===== config.mk =====
export PLATFORM = sky130hd
export DESIGN_NAME = fibTop
export DESIGN_NICKNAME = d
export VERILOG_FILES = /design/src/design/fibCfgPkg.sv /design/src/design/fibMsgPkg.sv /design/src/design/fibAlu.sv /design/src/design/fibLane.sv /design/src/design/fibDispatcher.sv /design/src/design/fibCollector.sv /design/src/design/fibTop.sv
export SDC_FILE = /design/constraint.sdc
export NUM_CORES = 1
export LEC_CHECK = 0
export BUFFER_PORTS_ARGS = -buffer_cell sky130_fd_sc_hd__buf_2
export CORE_AREA = 5 5 208 210
export DETAILED_ROUTE_END_ITERATION = 8
export DIE_AREA = 0 0 213 215
export PLACE_DENSITY_LB_ADDON = 0.3
export SYNTH_ARGS = -nofsm -noshare
export SYNTH_HDL_FRONTEND = slang
export SYNTH_SLANG_ARGS = --single-unit

===== constraint.sdc =====
create_clock -name clk -period 5.3 [get_ports clk]
set_clock_uncertainty 0.1 [all_clocks]
set_input_delay 1.325 -clock clk [delete_from_list [all_inputs] [get_ports clk]]
set_output_delay 1.325 -clock clk [all_outputs]
set_load 0.005 [all_outputs]

===== src/design/fibCfgPkg.sv =====
`default_nettype none

package fibCfgPkg;

    ////////////////////////////////////////////////////////////////////////////
    // datapath sizing
    ////////////////////////////////////////////////////////////////////////////

    // one series value
    localparam int WORD_W = 16;
    // term index of a run request
    localparam int COUNT_W = 6;
    // job tag carried from command to result
    localparam int TAG_W = 4;

    // lane array
    localparam int NUM_LANES = 4;
    // lane index, NUM_LANES is a power of two
    localparam int LANE_W = 2;
    // register file entries per lane
    localparam int REG_COUNT = 4;

    ////////////////////////////////////////////////////////////////////////////
    // flow control
    ////////////////////////////////////////////////////////////////////////////

    // queue depth equals upstream starting credits
    localparam int CMD_DEPTH = 2;
    localparam int RES_CREDITS_MAX = 4;
    localparam int CREDIT_W = 3;

endpackage

`default_nettype wire


===== src/design/fibMsgPkg.sv =====
`default_nettype none

package fibMsgPkg;

    import fibCfgPkg::*;

    ////////////////////////////////////////////////////////////////////////////
    // command stream
    ////////////////////////////////////////////////////////////////////////////

    // what the payload holds
    typedef enum logic {
        CMD_SEED = 1'b0,
        CMD_RUN  = 1'b1
    } cmdKindE;

    // seedA is term 0 and seedB is term 1
    typedef struct packed {
        logic [WORD_W-1:0] seedA;
        logic [WORD_W-1:0] seedB;
    } seedPayloadT;

    // count and tag sit in the low bits
    typedef struct packed {
        logic [2*WORD_W-COUNT_W-TAG_W-1:0] pad;
        logic [COUNT_W-1:0]                count;
        logic [TAG_W-1:0]                  tag;
    } runPayloadT;

    // same 32 bits, read by kind
    typedef union packed {
        seedPayloadT seeds;
        runPayloadT  run;
    } cmdPayloadU;

    typedef struct packed {
        cmdKindE    kind;
        cmdPayloadU payload;
    } cmdT;

    ////////////////////////////////////////////////////////////////////////////
    // lane traffic
    ////////////////////////////////////////////////////////////////////////////

    // run request merged with the seeds in force
    typedef struct packed {
        logic [WORD_W-1:0]  seedA;
        logic [WORD_W-1:0]  seedB;
        logic [COUNT_W-1:0] count;
        logic [TAG_W-1:0]   tag;
    } laneJobT;

    // overflow is set if any add carried out
    typedef struct packed {
        logic [WORD_W-1:0] value;
        logic              overflow;
        logic [TAG_W-1:0]  tag;
    } laneResultT;

    // result as it leaves the collector
    typedef struct packed {
        laneResultT        payload;
        logic [LANE_W-1:0] lane;
    } resultT;

    typedef enum logic {
        ALU_ADD  = 1'b0,
        ALU_PASS = 1'b1
    } aluOpE;

endpackage

`default_nettype wire


===== src/design/fibAlu.sv =====
`default_nettype none

module fibAlu (
    input  wire logic                          clk,
    input  wire logic                          arstN,
    input  wire logic                          clear,
    input  wire fibMsgPkg::aluOpE              op,
    input  wire logic [fibCfgPkg::WORD_W-1:0]  operandA,
    input  wire logic [fibCfgPkg::WORD_W-1:0]  operandB,
    output logic [fibCfgPkg::WORD_W-1:0]       sum,
    output logic                               carryFlag
);

    import fibCfgPkg::*;
    import fibMsgPkg::*;

    // one extra bit keeps the carry out
    logic [WORD_W:0] addWide;
    logic            carry;

    assign addWide = {1'b0, operandA} + {1'b0, operandB};

    always_comb begin
        if (op == ALU_ADD) begin
            sum   = addWide[WORD_W-1:0];
            carry = addWide[WORD_W];
        end else begin
            // pass forwards operand B
            sum   = operandB;
            carry = 1'b0;
        end
    end

    // sticky carry, held until the next clear
    always_ff @(posedge clk or negedge arstN) begin
        if (!arstN) begin
            carryFlag <= 1'b0;
        end else if (clear) begin
            carryFlag <= 1'b0;
        end else if (carry) begin
            carryFlag <= 1'b1;
        end
    end

endmodule

`default_nettype wire


===== src/design/fibLane.sv =====
`default_nettype none

module fibLane (
    input  wire logic                 clk,
    input  wire logic                 arstN,
    input  wire logic                 jobValid,
    input  wire fibMsgPkg::laneJobT   job,
    output logic                      laneIdle,
    output logic                      doneValid,
    output fibMsgPkg::laneResultT     done,
    input  wire logic                 take
);

    import fibCfgPkg::*;
    import fibMsgPkg::*;

    typedef enum logic [2:0] {
        ST_IDLE,
        ST_LOAD_A,
        ST_LOAD_B,
        ST_ITER,
        ST_HOLD
    } laneStateE;

    laneStateE          state;
    laneJobT            jobQ;
    // adds still to do
    logic [COUNT_W-1:0] remain;
    logic [WORD_W-1:0]  regFile [REG_COUNT];
    aluOpE              aluOp;
    logic [WORD_W-1:0]  aluB;
    logic [WORD_W-1:0]  aluSum;
    logic               aluClear;
    logic               carryFlag;

    ////////////////////////////////////////////////////////////////////////////
    // sequencer
    ////////////////////////////////////////////////////////////////////////////

    // count 0 skips load B, count 1 skips iterate
    always_ff @(posedge clk or negedge arstN) begin
        if (!arstN) begin
            state  <= ST_IDLE;
            remain <= '0;
        end else begin
            case (state)
                ST_IDLE: begin
                    if (jobValid) begin
                        state  <= ST_LOAD_A;
                        remain <= job.count;
                    end
                end
                ST_LOAD_A: state <= (remain == '0) ? ST_HOLD : ST_LOAD_B;
                ST_LOAD_B, ST_ITER: begin
                    remain <= remain - 1'b1;
                    state  <= (remain == COUNT_W'(1)) ? ST_HOLD : ST_ITER;
                end
                // result waits for the collector
                ST_HOLD: if (take) state <= ST_IDLE;
                default: state <= ST_IDLE;
            endcase
        end
    end

    always_ff @(posedge clk) begin
        if ((state == ST_IDLE) && jobValid) begin
            jobQ <= job;
        end
    end

    ////////////////////////////////////////////////////////////////////////////
    // datapath
    ////////////////////////////////////////////////////////////////////////////

    // muxes stand in for the bus buffers
    always_comb begin
        aluOp = ALU_PASS;
        aluB  = regFile[1];
        case (state)
            ST_LOAD_A: aluB = jobQ.seedA;
            ST_LOAD_B: aluB = jobQ.seedB;
            ST_ITER:   aluOp = ALU_ADD;
            default:   aluOp = ALU_PASS;
        endcase
    end

    // flag restarts with every job
    assign aluClear = (state == ST_LOAD_A);

    fibAlu fibAlu_inst (
        .clk       (clk),
        .arstN     (arstN),
        .clear     (aluClear),
        .op        (aluOp),
        .operandA  (regFile[0]),
        .operandB  (aluB),
        .sum       (aluSum),
        .carryFlag (carryFlag)
    );

    // entries 0 and 1 hold the newest pair of terms
    always_ff @(posedge clk) begin
        case (state)
            ST_LOAD_A: regFile[0] <= aluSum;
            ST_LOAD_B: regFile[1] <= aluSum;
            ST_ITER: begin
                regFile[2] <= aluSum;
                regFile[0] <= regFile[1];
                regFile[1] <= aluSum;
            end
            default: ;
        endcase
    end

    assign laneIdle  = (state == ST_IDLE);
    assign doneValid = (state == ST_HOLD);

    always_comb begin
        // entry 2 has the newest sum once any add has run
        if (jobQ.count == '0) begin
            done.value = regFile[0];
        end else if (jobQ.count == COUNT_W'(1)) begin
            done.value = regFile[1];
        end else begin
            done.value = regFile[2];
        end
        done.overflow = carryFlag;
        done.tag      = jobQ.tag;
    end

endmodule

`default_nettype wire


===== src/design/fibDispatcher.sv =====
`default_nettype none

module fibDispatcher (
    input  wire logic                             clk,
    input  wire logic                             arstN,
    input  wire logic                             cmdValid,
    input  wire fibMsgPkg::cmdT                   cmd,
    output logic                                  cmdCredit,
    input  wire logic [fibCfgPkg::NUM_LANES-1:0]  laneIdle,
    output logic [fibCfgPkg::NUM_LANES-1:0]       jobValid,
    output fibMsgPkg::laneJobT                    job
);

    import fibCfgPkg::*;
    import fibMsgPkg::*;

    // command queue
    cmdT                            queueMem [CMD_DEPTH];
    logic [$clog2(CMD_DEPTH)-1:0]   wrPtr;
    logic [$clog2(CMD_DEPTH)-1:0]   rdPtr;
    logic [$clog2(CMD_DEPTH+1)-1:0] fill;
    cmdT                            headCmd;
    logic                           headValid;
    logic                           deq;
    // lane choice
    logic [NUM_LANES-1:0]           lowIdle;
    // seeds in force
    logic [WORD_W-1:0]              seedA;
    logic [WORD_W-1:0]              seedB;

    ////////////////////////////////////////////////////////////////////////////
    // queue
    ////////////////////////////////////////////////////////////////////////////

    // sender holds a credit per word, so never full on write
    always_ff @(posedge clk) begin
        if (cmdValid) begin
            queueMem[wrPtr] <= cmd;
        end
    end

    always_ff @(posedge clk or negedge arstN) begin
        if (!arstN) begin
            wrPtr <= '0;
            rdPtr <= '0;
            fill  <= '0;
        end else begin
            if (cmdValid) begin
                wrPtr <= (wrPtr == CMD_DEPTH - 1) ? '0 : wrPtr + 1'b1;
            end
            if (deq) begin
                rdPtr <= (rdPtr == CMD_DEPTH - 1) ? '0 : rdPtr + 1'b1;
            end
            // occupancy
            case ({cmdValid, deq})
                2'b10:   fill <= fill + 1'b1;
                2'b01:   fill <= fill - 1'b1;
                default: fill <= fill;
            endcase
        end
    end

    assign headCmd   = queueMem[rdPtr];
    assign headValid = (fill != '0);

    ////////////////////////////////////////////////////////////////////////////
    // head decode
    ////////////////////////////////////////////////////////////////////////////

    // isolate lowest set bit of the idle mask
    assign lowIdle = laneIdle & (~laneIdle + 1'b1);

    // seeds always leave, runs wait for a free lane
    assign deq       = headValid && ((headCmd.kind == CMD_SEED) || (laneIdle != '0));
    assign cmdCredit = deq;
    assign jobValid  = (deq && (headCmd.kind == CMD_RUN)) ? lowIdle : '0;

    // job bus shared by all lanes
    always_comb begin
        job.seedA = seedA;
        job.seedB = seedB;
        job.count = headCmd.payload.run.count;
        job.tag   = headCmd.payload.run.tag;
    end

    // zero seeds until the first seed command
    always_ff @(posedge clk or negedge arstN) begin
        if (!arstN) begin
            seedA <= '0;
            seedB <= '0;
        end else if (deq && (headCmd.kind == CMD_SEED)) begin
            seedA <= headCmd.payload.seeds.seedA;
            seedB <= headCmd.payload.seeds.seedB;
        end
    end

endmodule

`default_nettype wire


===== src/design/fibCollector.sv =====
`default_nettype none

module fibCollector (
    input  wire logic                             clk,
    input  wire logic                             arstN,
    input  wire logic [fibCfgPkg::NUM_LANES-1:0]  doneValid,
    input  wire fibMsgPkg::laneResultT            done [fibCfgPkg::NUM_LANES],
    output logic [fibCfgPkg::NUM_LANES-1:0]       take,
    input  wire logic                             resCredit,
    output logic                                  resultValid,
    output fibMsgPkg::resultT                     result
);

    import fibCfgPkg::*;
    import fibMsgPkg::*;

    logic [CREDIT_W-1:0] credits;
    logic [CREDIT_W-1:0] creditsNext;
    // next lane to look at first
    logic [LANE_W-1:0]   rrPtr;
    logic [LANE_W-1:0]   pick;
    logic                found;
    logic                freeCredit;

    ////////////////////////////////////////////////////////////////////////////
    // credits
    ////////////////////////////////////////////////////////////////////////////

    // a credit is spent in the cycle its result is on the bus
    // so one is already promised while resultValid is high
    assign freeCredit = (credits > CREDIT_W'(resultValid));

    always_comb begin
        creditsNext = credits;
        if (resultValid) begin
            creditsNext = creditsNext - 1'b1;
        end
        // saturate
        if (resCredit && (creditsNext != CREDIT_W'(RES_CREDITS_MAX))) begin
            creditsNext = creditsNext + 1'b1;
        end
    end

    ////////////////////////////////////////////////////////////////////////////
    // round robin
    ////////////////////////////////////////////////////////////////////////////

    always_comb begin
        logic [LANE_W-1:0] cand;
        found = 1'b0;
        pick  = rrPtr;
        cand  = rrPtr;
        for (int i = 0; i < NUM_LANES; i++) begin
            // wraps at LANE_W bits
            cand = rrPtr + LANE_W'(i);
            if (!found && doneValid[cand]) begin
                found = 1'b1;
                pick  = cand;
            end
        end
    end

    always_comb begin
        take = '0;
        if (found && freeCredit) begin
            take[pick] = 1'b1;
        end
    end

    always_ff @(posedge clk or negedge arstN) begin
        if (!arstN) begin
            credits     <= '0;
            rrPtr       <= '0;
            resultValid <= 1'b0;
        end else begin
            credits     <= creditsNext;
            resultValid <= |take;
            // resume after the lane just served
            if (|take) rrPtr <= pick + 1'b1;
        end
    end

    always_ff @(posedge clk) begin
        if (|take) begin
            result.payload <= done[pick];
            result.lane    <= pick;
        end
    end

endmodule

`default_nettype wire


===== src/design/fibTop.sv =====
`default_nettype none

module fibTop (
    input  wire logic            clk,
    input  wire logic            arstN,
    input  wire logic            cmdValid,
    input  wire fibMsgPkg::cmdT  cmd,
    output logic                 cmdCredit,
    output logic                 resultValid,
    output fibMsgPkg::resultT    result,
    input  wire logic            resCredit
);

    import fibCfgPkg::*;
    import fibMsgPkg::*;

    // dispatcher to lanes
    logic [NUM_LANES-1:0] laneIdle;
    logic [NUM_LANES-1:0] jobValid;
    laneJobT              job;
    // lanes to collector
    logic [NUM_LANES-1:0] doneValid;
    laneResultT           done [NUM_LANES];
    logic [NUM_LANES-1:0] take;

    fibDispatcher fibDispatcher_inst (
        .clk       (clk),
        .arstN     (arstN),
        .cmdValid  (cmdValid),
        .cmd       (cmd),
        .cmdCredit (cmdCredit),
        .laneIdle  (laneIdle),
        .jobValid  (jobValid),
        .job       (job)
    );

    ////////////////////////////////////////////////////////////////////////////
    // lanes
    ////////////////////////////////////////////////////////////////////////////

    // every lane sees the shared job bus, jobValid picks one
    for (genvar laneIdx = 0; laneIdx < NUM_LANES; laneIdx++) begin : gLane
        fibLane fibLane_inst (
            .clk       (clk),
            .arstN     (arstN),
            .jobValid  (jobValid[laneIdx]),
            .job       (job),
            .laneIdle  (laneIdle[laneIdx]),
            .doneValid (doneValid[laneIdx]),
            .done      (done[laneIdx]),
            .take      (take[laneIdx])
        );
    end

    fibCollector fibCollector_inst (
        .clk         (clk),
        .arstN       (arstN),
        .doneValid   (doneValid),
        .done        (done),
        .take        (take),
        .resCredit   (resCredit),
        .resultValid (resultValid),
        .result      (result)
    );

endmodule

`default_nettype wire


Word level (Yosys, flattened, before mapping). Memories as Yosys holds them, arrays and structs flattened. Index checks and enable logic that the tools add are counted.

Flip-flop bits (word level): 273. RAM bits: 322. Input bits: 37. Output and inout port bits: 25. Word-level logic and storage cells: 289. Memories: 5.

Add/sub/neg operators: 19. $lt $le $gt $ge: 8. Equal/unequal tests: 35. Multiplexer cells: 117. Bitwise gates (word level): 12. Reductions and logical operators: 53.

Memory list: fibDispatcher_inst.queueMem (words 2, bits a word 33, rd ports 1, clocked after Yosys merged registers in 0, write ports 1, RTL line fibDispatcher.sv:18) `cmdT queueMem [CMD_DEPTH];`; gLane[0].fibLane_inst.regFile (words 4, bits a word 16, rd ports 3, clocked after Yosys merged registers in 0, write ports 3, RTL line fibLane.sv:29) `logic [WORD_W-1:0] regFile [REG_COUNT];`; gLane[1].fibLane_inst.regFile (words 4, bits a word 16, rd ports 3, clocked after Yosys merged registers in 0, write ports 3, RTL line fibLane.sv:29); gLane[2].fibLane_inst.regFile (words 4, bits a word 16, rd ports 3, clocked after Yosys merged registers in 0, write ports 3, RTL line fibLane.sv:29); gLane[3].fibLane_inst.regFile (words 4, bits a word 16, rd ports 3, clocked after Yosys merged registers in 0, write ports 3, RTL line fibLane.sv:29).

Operators by type and width (number): two-way mux 16 bit (20); case mux 16 bit (2 select lines) (4); adder 16 x 16 -> 17 bit (4); two-way mux 3 bit (18); two-way mux 1 bit (49); equality test 6 x 1 -> 1 bit (second input constant) (8); zero test 6 bit (8); case mux 3 bit (4 select lines) (4); case mux 6 bit (2 select lines) (4); binary-select mux 21 bit (select 2 bit) (1); two-way mux 21 bit (2); equality test 3 x 2 -> 1 bit (second input constant) (8); two-way mux 6 bit (4); subtractor 6 x 1 -> 6 bit (second input constant) (4); nonzero test 2 bit (10); AND reduction 2 bit (8); < comparator 2 x 3 -> 1 bit (second input constant) (5); logical AND 1 bit (13); equality test 3 x 1 -> 1 bit (second input constant) (4); equality test 3 bit (second input constant) (4); zero test 3 bit (4); binary-select mux 1 bit (select 2 bit) (4); two-way mux 4 bit (2); inequality test 2 x 1 -> 1 bit (second input constant) (4); 27 further kinds (48).

Longest topological paths before layout.
Depth in word-level cells: 20. Mapped depth: 15.

Modules after synthesis. Synthesis repeated with hierarchy kept, for this count alone.

Cell total of the unflattened synthesis: 2213. Area, all modules: 27158.5 um2.

By module, submodules not included: fibLane at gLane[0].fibLane_inst ... (instances 3, cells each 292, area an instance 4179.0 um2, sequential area each 2927.8 um2); fibLane at gLane[3].fibLane_inst (instances 1, cells each 291, area an instance 4280.4 um2, sequential area each 2927.8 um2); fibDispatcher (instances 1, cells each 208, area an instance 4026.4 um2, sequential area each 2882.8 um2); fibAlu at gLane[0].fibLane_inst.fibAlu_inst ... (instances 2, cells each 161, area an instance 1121.1 um2, sequential area each 25.0 um2); fibCollector (instances 1, cells each 212, area an instance 1875.5 um2, sequential area each 840.8 um2); fibAlu at gLane[2].fibLane_inst.fibAlu_inst (instances 1, cells each 158, area an instance 1153.6 um2, sequential area each 25.0 um2); fibAlu at gLane[3].fibLane_inst.fibAlu_inst (instances 1, cells each 146, area an instance 1043.5 um2, sequential area each 25.0 um2).

Worst setup path before layout. Ideal clock, no wire load.

Path type: flip-flop to flip-flop. Start point: reg gLane[0].fibLane_inst.state[1]. End point: mem gLane[0].fibLane_inst.regFile[1][14], in the netlist gLane[0].fibLane_inst.regFile[0][30], data pin. Library setup time: 282 ps. Arrival: 3362 ps. Data required time: 4918 ps. Path slack: 1556 ps. Stages on the path, launching flop included: 16. Buffers on the path: 3. Period minus slack after synthesis: 3744 ps. Cells stage by stage: dfrtp_1 > buf_2 > nand2b_1 > clkbuf_1 > clkbuf_1 > o22a_1 > o22a_1 > ha_1 > fa_1 > a21oi_1 > o21ai_0 > a311oi_1 > o21ai_0 > o31ai_1 > xor2_1 > a21oi_1.

RTL lines: from (decl) (RTL line fibLane.sv:25) `laneStateE state;`; from (signal assigned) (RTL line fibLane.sv:53) `ST_LOAD_A: state <= (remain == '0) ? ST_HOLD : ST_LOAD_B;`; from (signal assigned) (RTL line fibLane.sv:56) `state <= (remain == COUNT_W'(1)) ? ST_HOLD : ST_ITER;`; to (decl) (RTL line fibLane.sv:29).

==> run summary <==
count of cells along the worst register-to-register path - 12
Row Count - 75
Main synth FF type - edfxtp_1
clock sink count - 531
drt initial violations - 2413
detailed-route DRC error count - 0
average via count per standard cell - 6.56
count of cells along the worst hold path - 1
classification of the worst setup path - flop to flop
proportion of register bits with asynchronous set or reset after synthesis - 0.154
Syn. warnings - 0
sequential element share of the synthesized area - 0.609
net count reported at finish - 2280
number of buffers created by CTS - 52
aggregate global-route resource usage - 0.295
number of synthesized flops with an enable pin - 449
critical-path maximum fanout - 17
Port Buffer Count - 61
via count of the first global-routing pass - 17000
number of H-tree levels - 2
critical path cell sequence - nand2b_1 > a21oi_2 > o22a_1 > ha_1 > fa_1 > a21oi_1 > o21ai_0 > a311oi_1 > o21ai_0 > o31ai_1 > xor2_1 > a21oi_1
Netlist cell types - 70
pin count of the biggest net entering global routing - 57
Clock Tree Root - clkbuf_16
CP Capture Type - flop
cts-stage hold buffer count - 0
shortest period the worst path allows - 4.52 ns
half-perimeter wire length after detailed placement - 45.9 mm
fraction of layout cells with a size suffix above 1 - 0.107
total routed wirelength - 67.8 mm
RD Place Congestion - 0.952
transition time at the pin with the least slew margin - 1.19 ns
Avg WL per Cell - 24.7 um
Finish-stage setup viols - 0
aggregate global routing overflow - 0
TritonCTS clock tree - built
Setup TNS Final - 0 ns
insertion delay to the later sink of the worst-skew pair - 0.60 ns
core area - 41400 um^2
result of the run - finished clean
IO Pins - 62
worst path required time - 5.52 ns
Mapped Avg Cell Area - 12.1 um^2
wire length of the first global-routing pass - 102 mm
Max-Cap Viols - 0
synthesized netlist net count - 2238
post-CTS setup buffer count - 0
Synth Cell Area - 25500 um^2
share of the clock period used by the worst path after layout - 0.852
leakage dissipation - 10.5 nW
library cell contributing the largest single delay on the critical path - nand2b_1
number of synthesized register bits - 531
Worst EP arrival - 4.74 ns
maximum clock path buffer count - 3
CP peak stage delay - 0.62 ns
final hold violation count - 0
Critical Path Source Type - flop
number of vias after detailed routing - 18000
Pwr per Cell Area - 758 nW/um^2
antenna violations before repair - 3
synthesis-to-finish area growth - 10.0%
Gate Count Post-Synth - 2116
final antenna-violating net count - 0
max-slew violation count - 0
remaining max-slew budget at the tightest pin - 0.204
Worst Hold Class - flop to flop
width of the die - 213 um
maximum clock frequency - 221 MHz
initial cell density of the core - 0.616
Die Y - 215 um
Die Footprint - 45800 um^2
clock slew at reported path FFs - 0.06 ns
count of instances resized after the clock tree is built - 0
peak supply drop - 497 uV
unrepaired setup endpoints after global routing - false
number of iterations in the first detailed-routing pass - 6
share of the core filled with cells - 0.678
==> report_power, final <==
part           total (W)  switching, W  internal [W]
Sequential       0.00826       0.00133       0.00694
Combinational    0.00923       0.00555       0.00367
Clock            0.00377       0.00155       0.00222
==> layer usage <==
| layer | vias to the layer above | track usage | part of all wire | wire [um] |
|---|---|---|---|---|
| li1 | 8071 | - | - | - |
| met1 | 8669 | 0.424 | 0.39 | 26500 |
| met2 | 1054 | 0.443 | 0.45 | 30400 |
| met3 | 181 | 0.0486 | 0.10 | 6960 |
| met4 | 0 | 0.143 | 0.058 | 3910 |
| met5 | - | 0 | 0 | 0 |
==> metrics by stage <==
| step | cell area, um^2 | hold slack, ns | power, W | setup WS, ns | cells |
|---|---|---|---|---|---|
| 3_5_place_dp | 26300 | 0.365 | 0.0173 | 0.980 | 2643 |
| 3_3_place_gp | 26300 | 0.360 | 0.0168 | 1.15 | 2643 |
| 4_1_cts | 28100 | 0.376 | 0.0211 | 0.902 | 2740 |
| 6_report | 28100 | 0.373 | 0.0213 | 0.782 | 2741 |
| 5_1_grt | 28100 | 0.384 | 0.0225 | 0.590 | 2740 |
| 2_1_floorplan | 25500 | 0.343 | 0.0145 | 1.56 | 2116 |
==> critical path, delay by kind of cell, from the launching register on <==
kind	cells	cell delay, ns
DFF	1	0.54
adders and majority gates	2	0.67
AOI/OAI and AO/OA	8	2.12
xor gates and xnor gates	1	0.20
and+or+nand+nor	1	0.62
==> synth_stat cells (23+ instances only) <==
master,n,share of area
a21o_1,23,0.0068
a21oi_1,291,0.057
clkbuf_1,68,0.010
dfrtp_1,82,0.080
edfxtp_1,449,0.53
ha_1,81,0.040
inv_1,50,0.0074
mux2i_1,91,0.036
nand2_1,130,0.019
nor2_1,284,0.042
o21ai_0,93,0.018
o22a_1,99,0.034
o22ai_1,43,0.011
xnor2_1,29,0.010
xor2_1,23,0.0079
==> final cells by class <==
class,count,area (um^2)
flip-flops and latches,531,15500
fillers,2859,13300
multi-input cells,1421,9320
clock buffers,66,1410
well taps,539,674
repair buffers,97,578
clock inverters,31,340
inverters,55,206
diodes,1,2.50
==> worst paths after layout <==
| path | start | slack (ns) | to |
|---|---|---|---|
| setup / recovery | gLane[0].fibLane_inst.state[1]$_DFFE_PN0P_ | 0.78 | gLane[0].fibLane_inst.regFile[1][14]$_DFFE_PP_ |
| hold / removal | fibDispatcher_inst.fill[1]$_DFFE_PN0P_ | 0.37 | fibDispatcher_inst.fill[1]$_DFFE_PN0P_ |
| setup reg to reg | gLane[0].fibLane_inst.state[1]$_DFFE_PN0P_ | 0.78 | gLane[0].fibLane_inst.regFile[1][14]$_DFFE_PP_ |
| hold reg to reg | fibDispatcher_inst.fill[1]$_DFFE_PN0P_ | 0.37 | fibDispatcher_inst.fill[1]$_DFFE_PN0P_ |
| max in group asynchronous | arstN | 3.43 | fibDispatcher_inst.rdPtr$_DFFE_PN0P_ |
| min in group asynchronous | arstN | 0.71 | gLane[0].fibLane_inst.fibAlu_inst.carryFlag$_DFFE_PN0P_ |
==> placed cells by master (no fill, tap or decap), drive strengths merged, types with 5 or more instances in the layout <==
master | Yosys | layout
or4 | 5 | 5
a21o | 23 | 23
xnor2 | 29 | 29
clkinv | 3 | 25
nand2 | 131 | 131
dfrtp | 82 | 82
o21bai | 10 | 10
a31oi | 7 | 7
o21a | 15 | 15
mux2i | 91 | 91
a21oi | 291 | 291
edfxtp | 449 | 449
ha | 81 | 81
nand3 | 17 | 17
o31ai | 11 | 11
a211oi | 17 | 17
o22ai | 43 | 43
inv | 52 | 50
clkbuf | 68 | 66
nor2 | 285 | 285
buf | 41 | 97
bufinv | 0 | 7
xor2 | 23 | 23
mux2 | 16 | 16
nor3 | 15 | 15
o221ai | 6 | 6
nand4 | 9 | 9
a221oi | 7 | 7
mux4 | 21 | 21
or3 | 6 | 6
o21ai | 96 | 96
nand3b | 5 | 5
or2 | 5 | 5
nand2b | 11 | 11
o22a | 99 | 99
==> cells by family after synthesis <==
family / count (synthesis) / share of synthesized area
buffers and inverters: 164 / 0.0269
flip-flops: 531 / 0.609
multiplexers: 128 / 0.0617
XOR/XNOR: 52 / 0.0179
AO/OA/AOI/OAI: 652 / 0.159
adder cells (fa/ha/maj): 85 / 0.0429
AND/OR/NAND/NOR: 504 / 0.0825
==> flip-flops by register name (all words and copies together), names as in the netlist <==
register	count
gLane.fibLane_inst.done	16
fibDispatcher_inst.rdPtr	1
fibDispatcher_inst.seedA	16
fibDispatcher_inst.fill	2
gLane.fibLane_inst.remain	24
gLane.fibLane_inst.state	12
fibCollector_inst.result	23
fibDispatcher_inst.seedB	16
fibCollector_inst.resultValid	1
gLane.fibLane_inst.regFile	192
fibCollector_inst.credits	3
fibDispatcher_inst.queueMem	66
gLane.fibLane_inst.jobQ	152
gLane.fibLane_inst.fibAlu_inst.carryFlag	4
fibDispatcher_inst.wrPtr	1
fibCollector_inst.rrPtr	2
(Power assumes the default switching activity.)
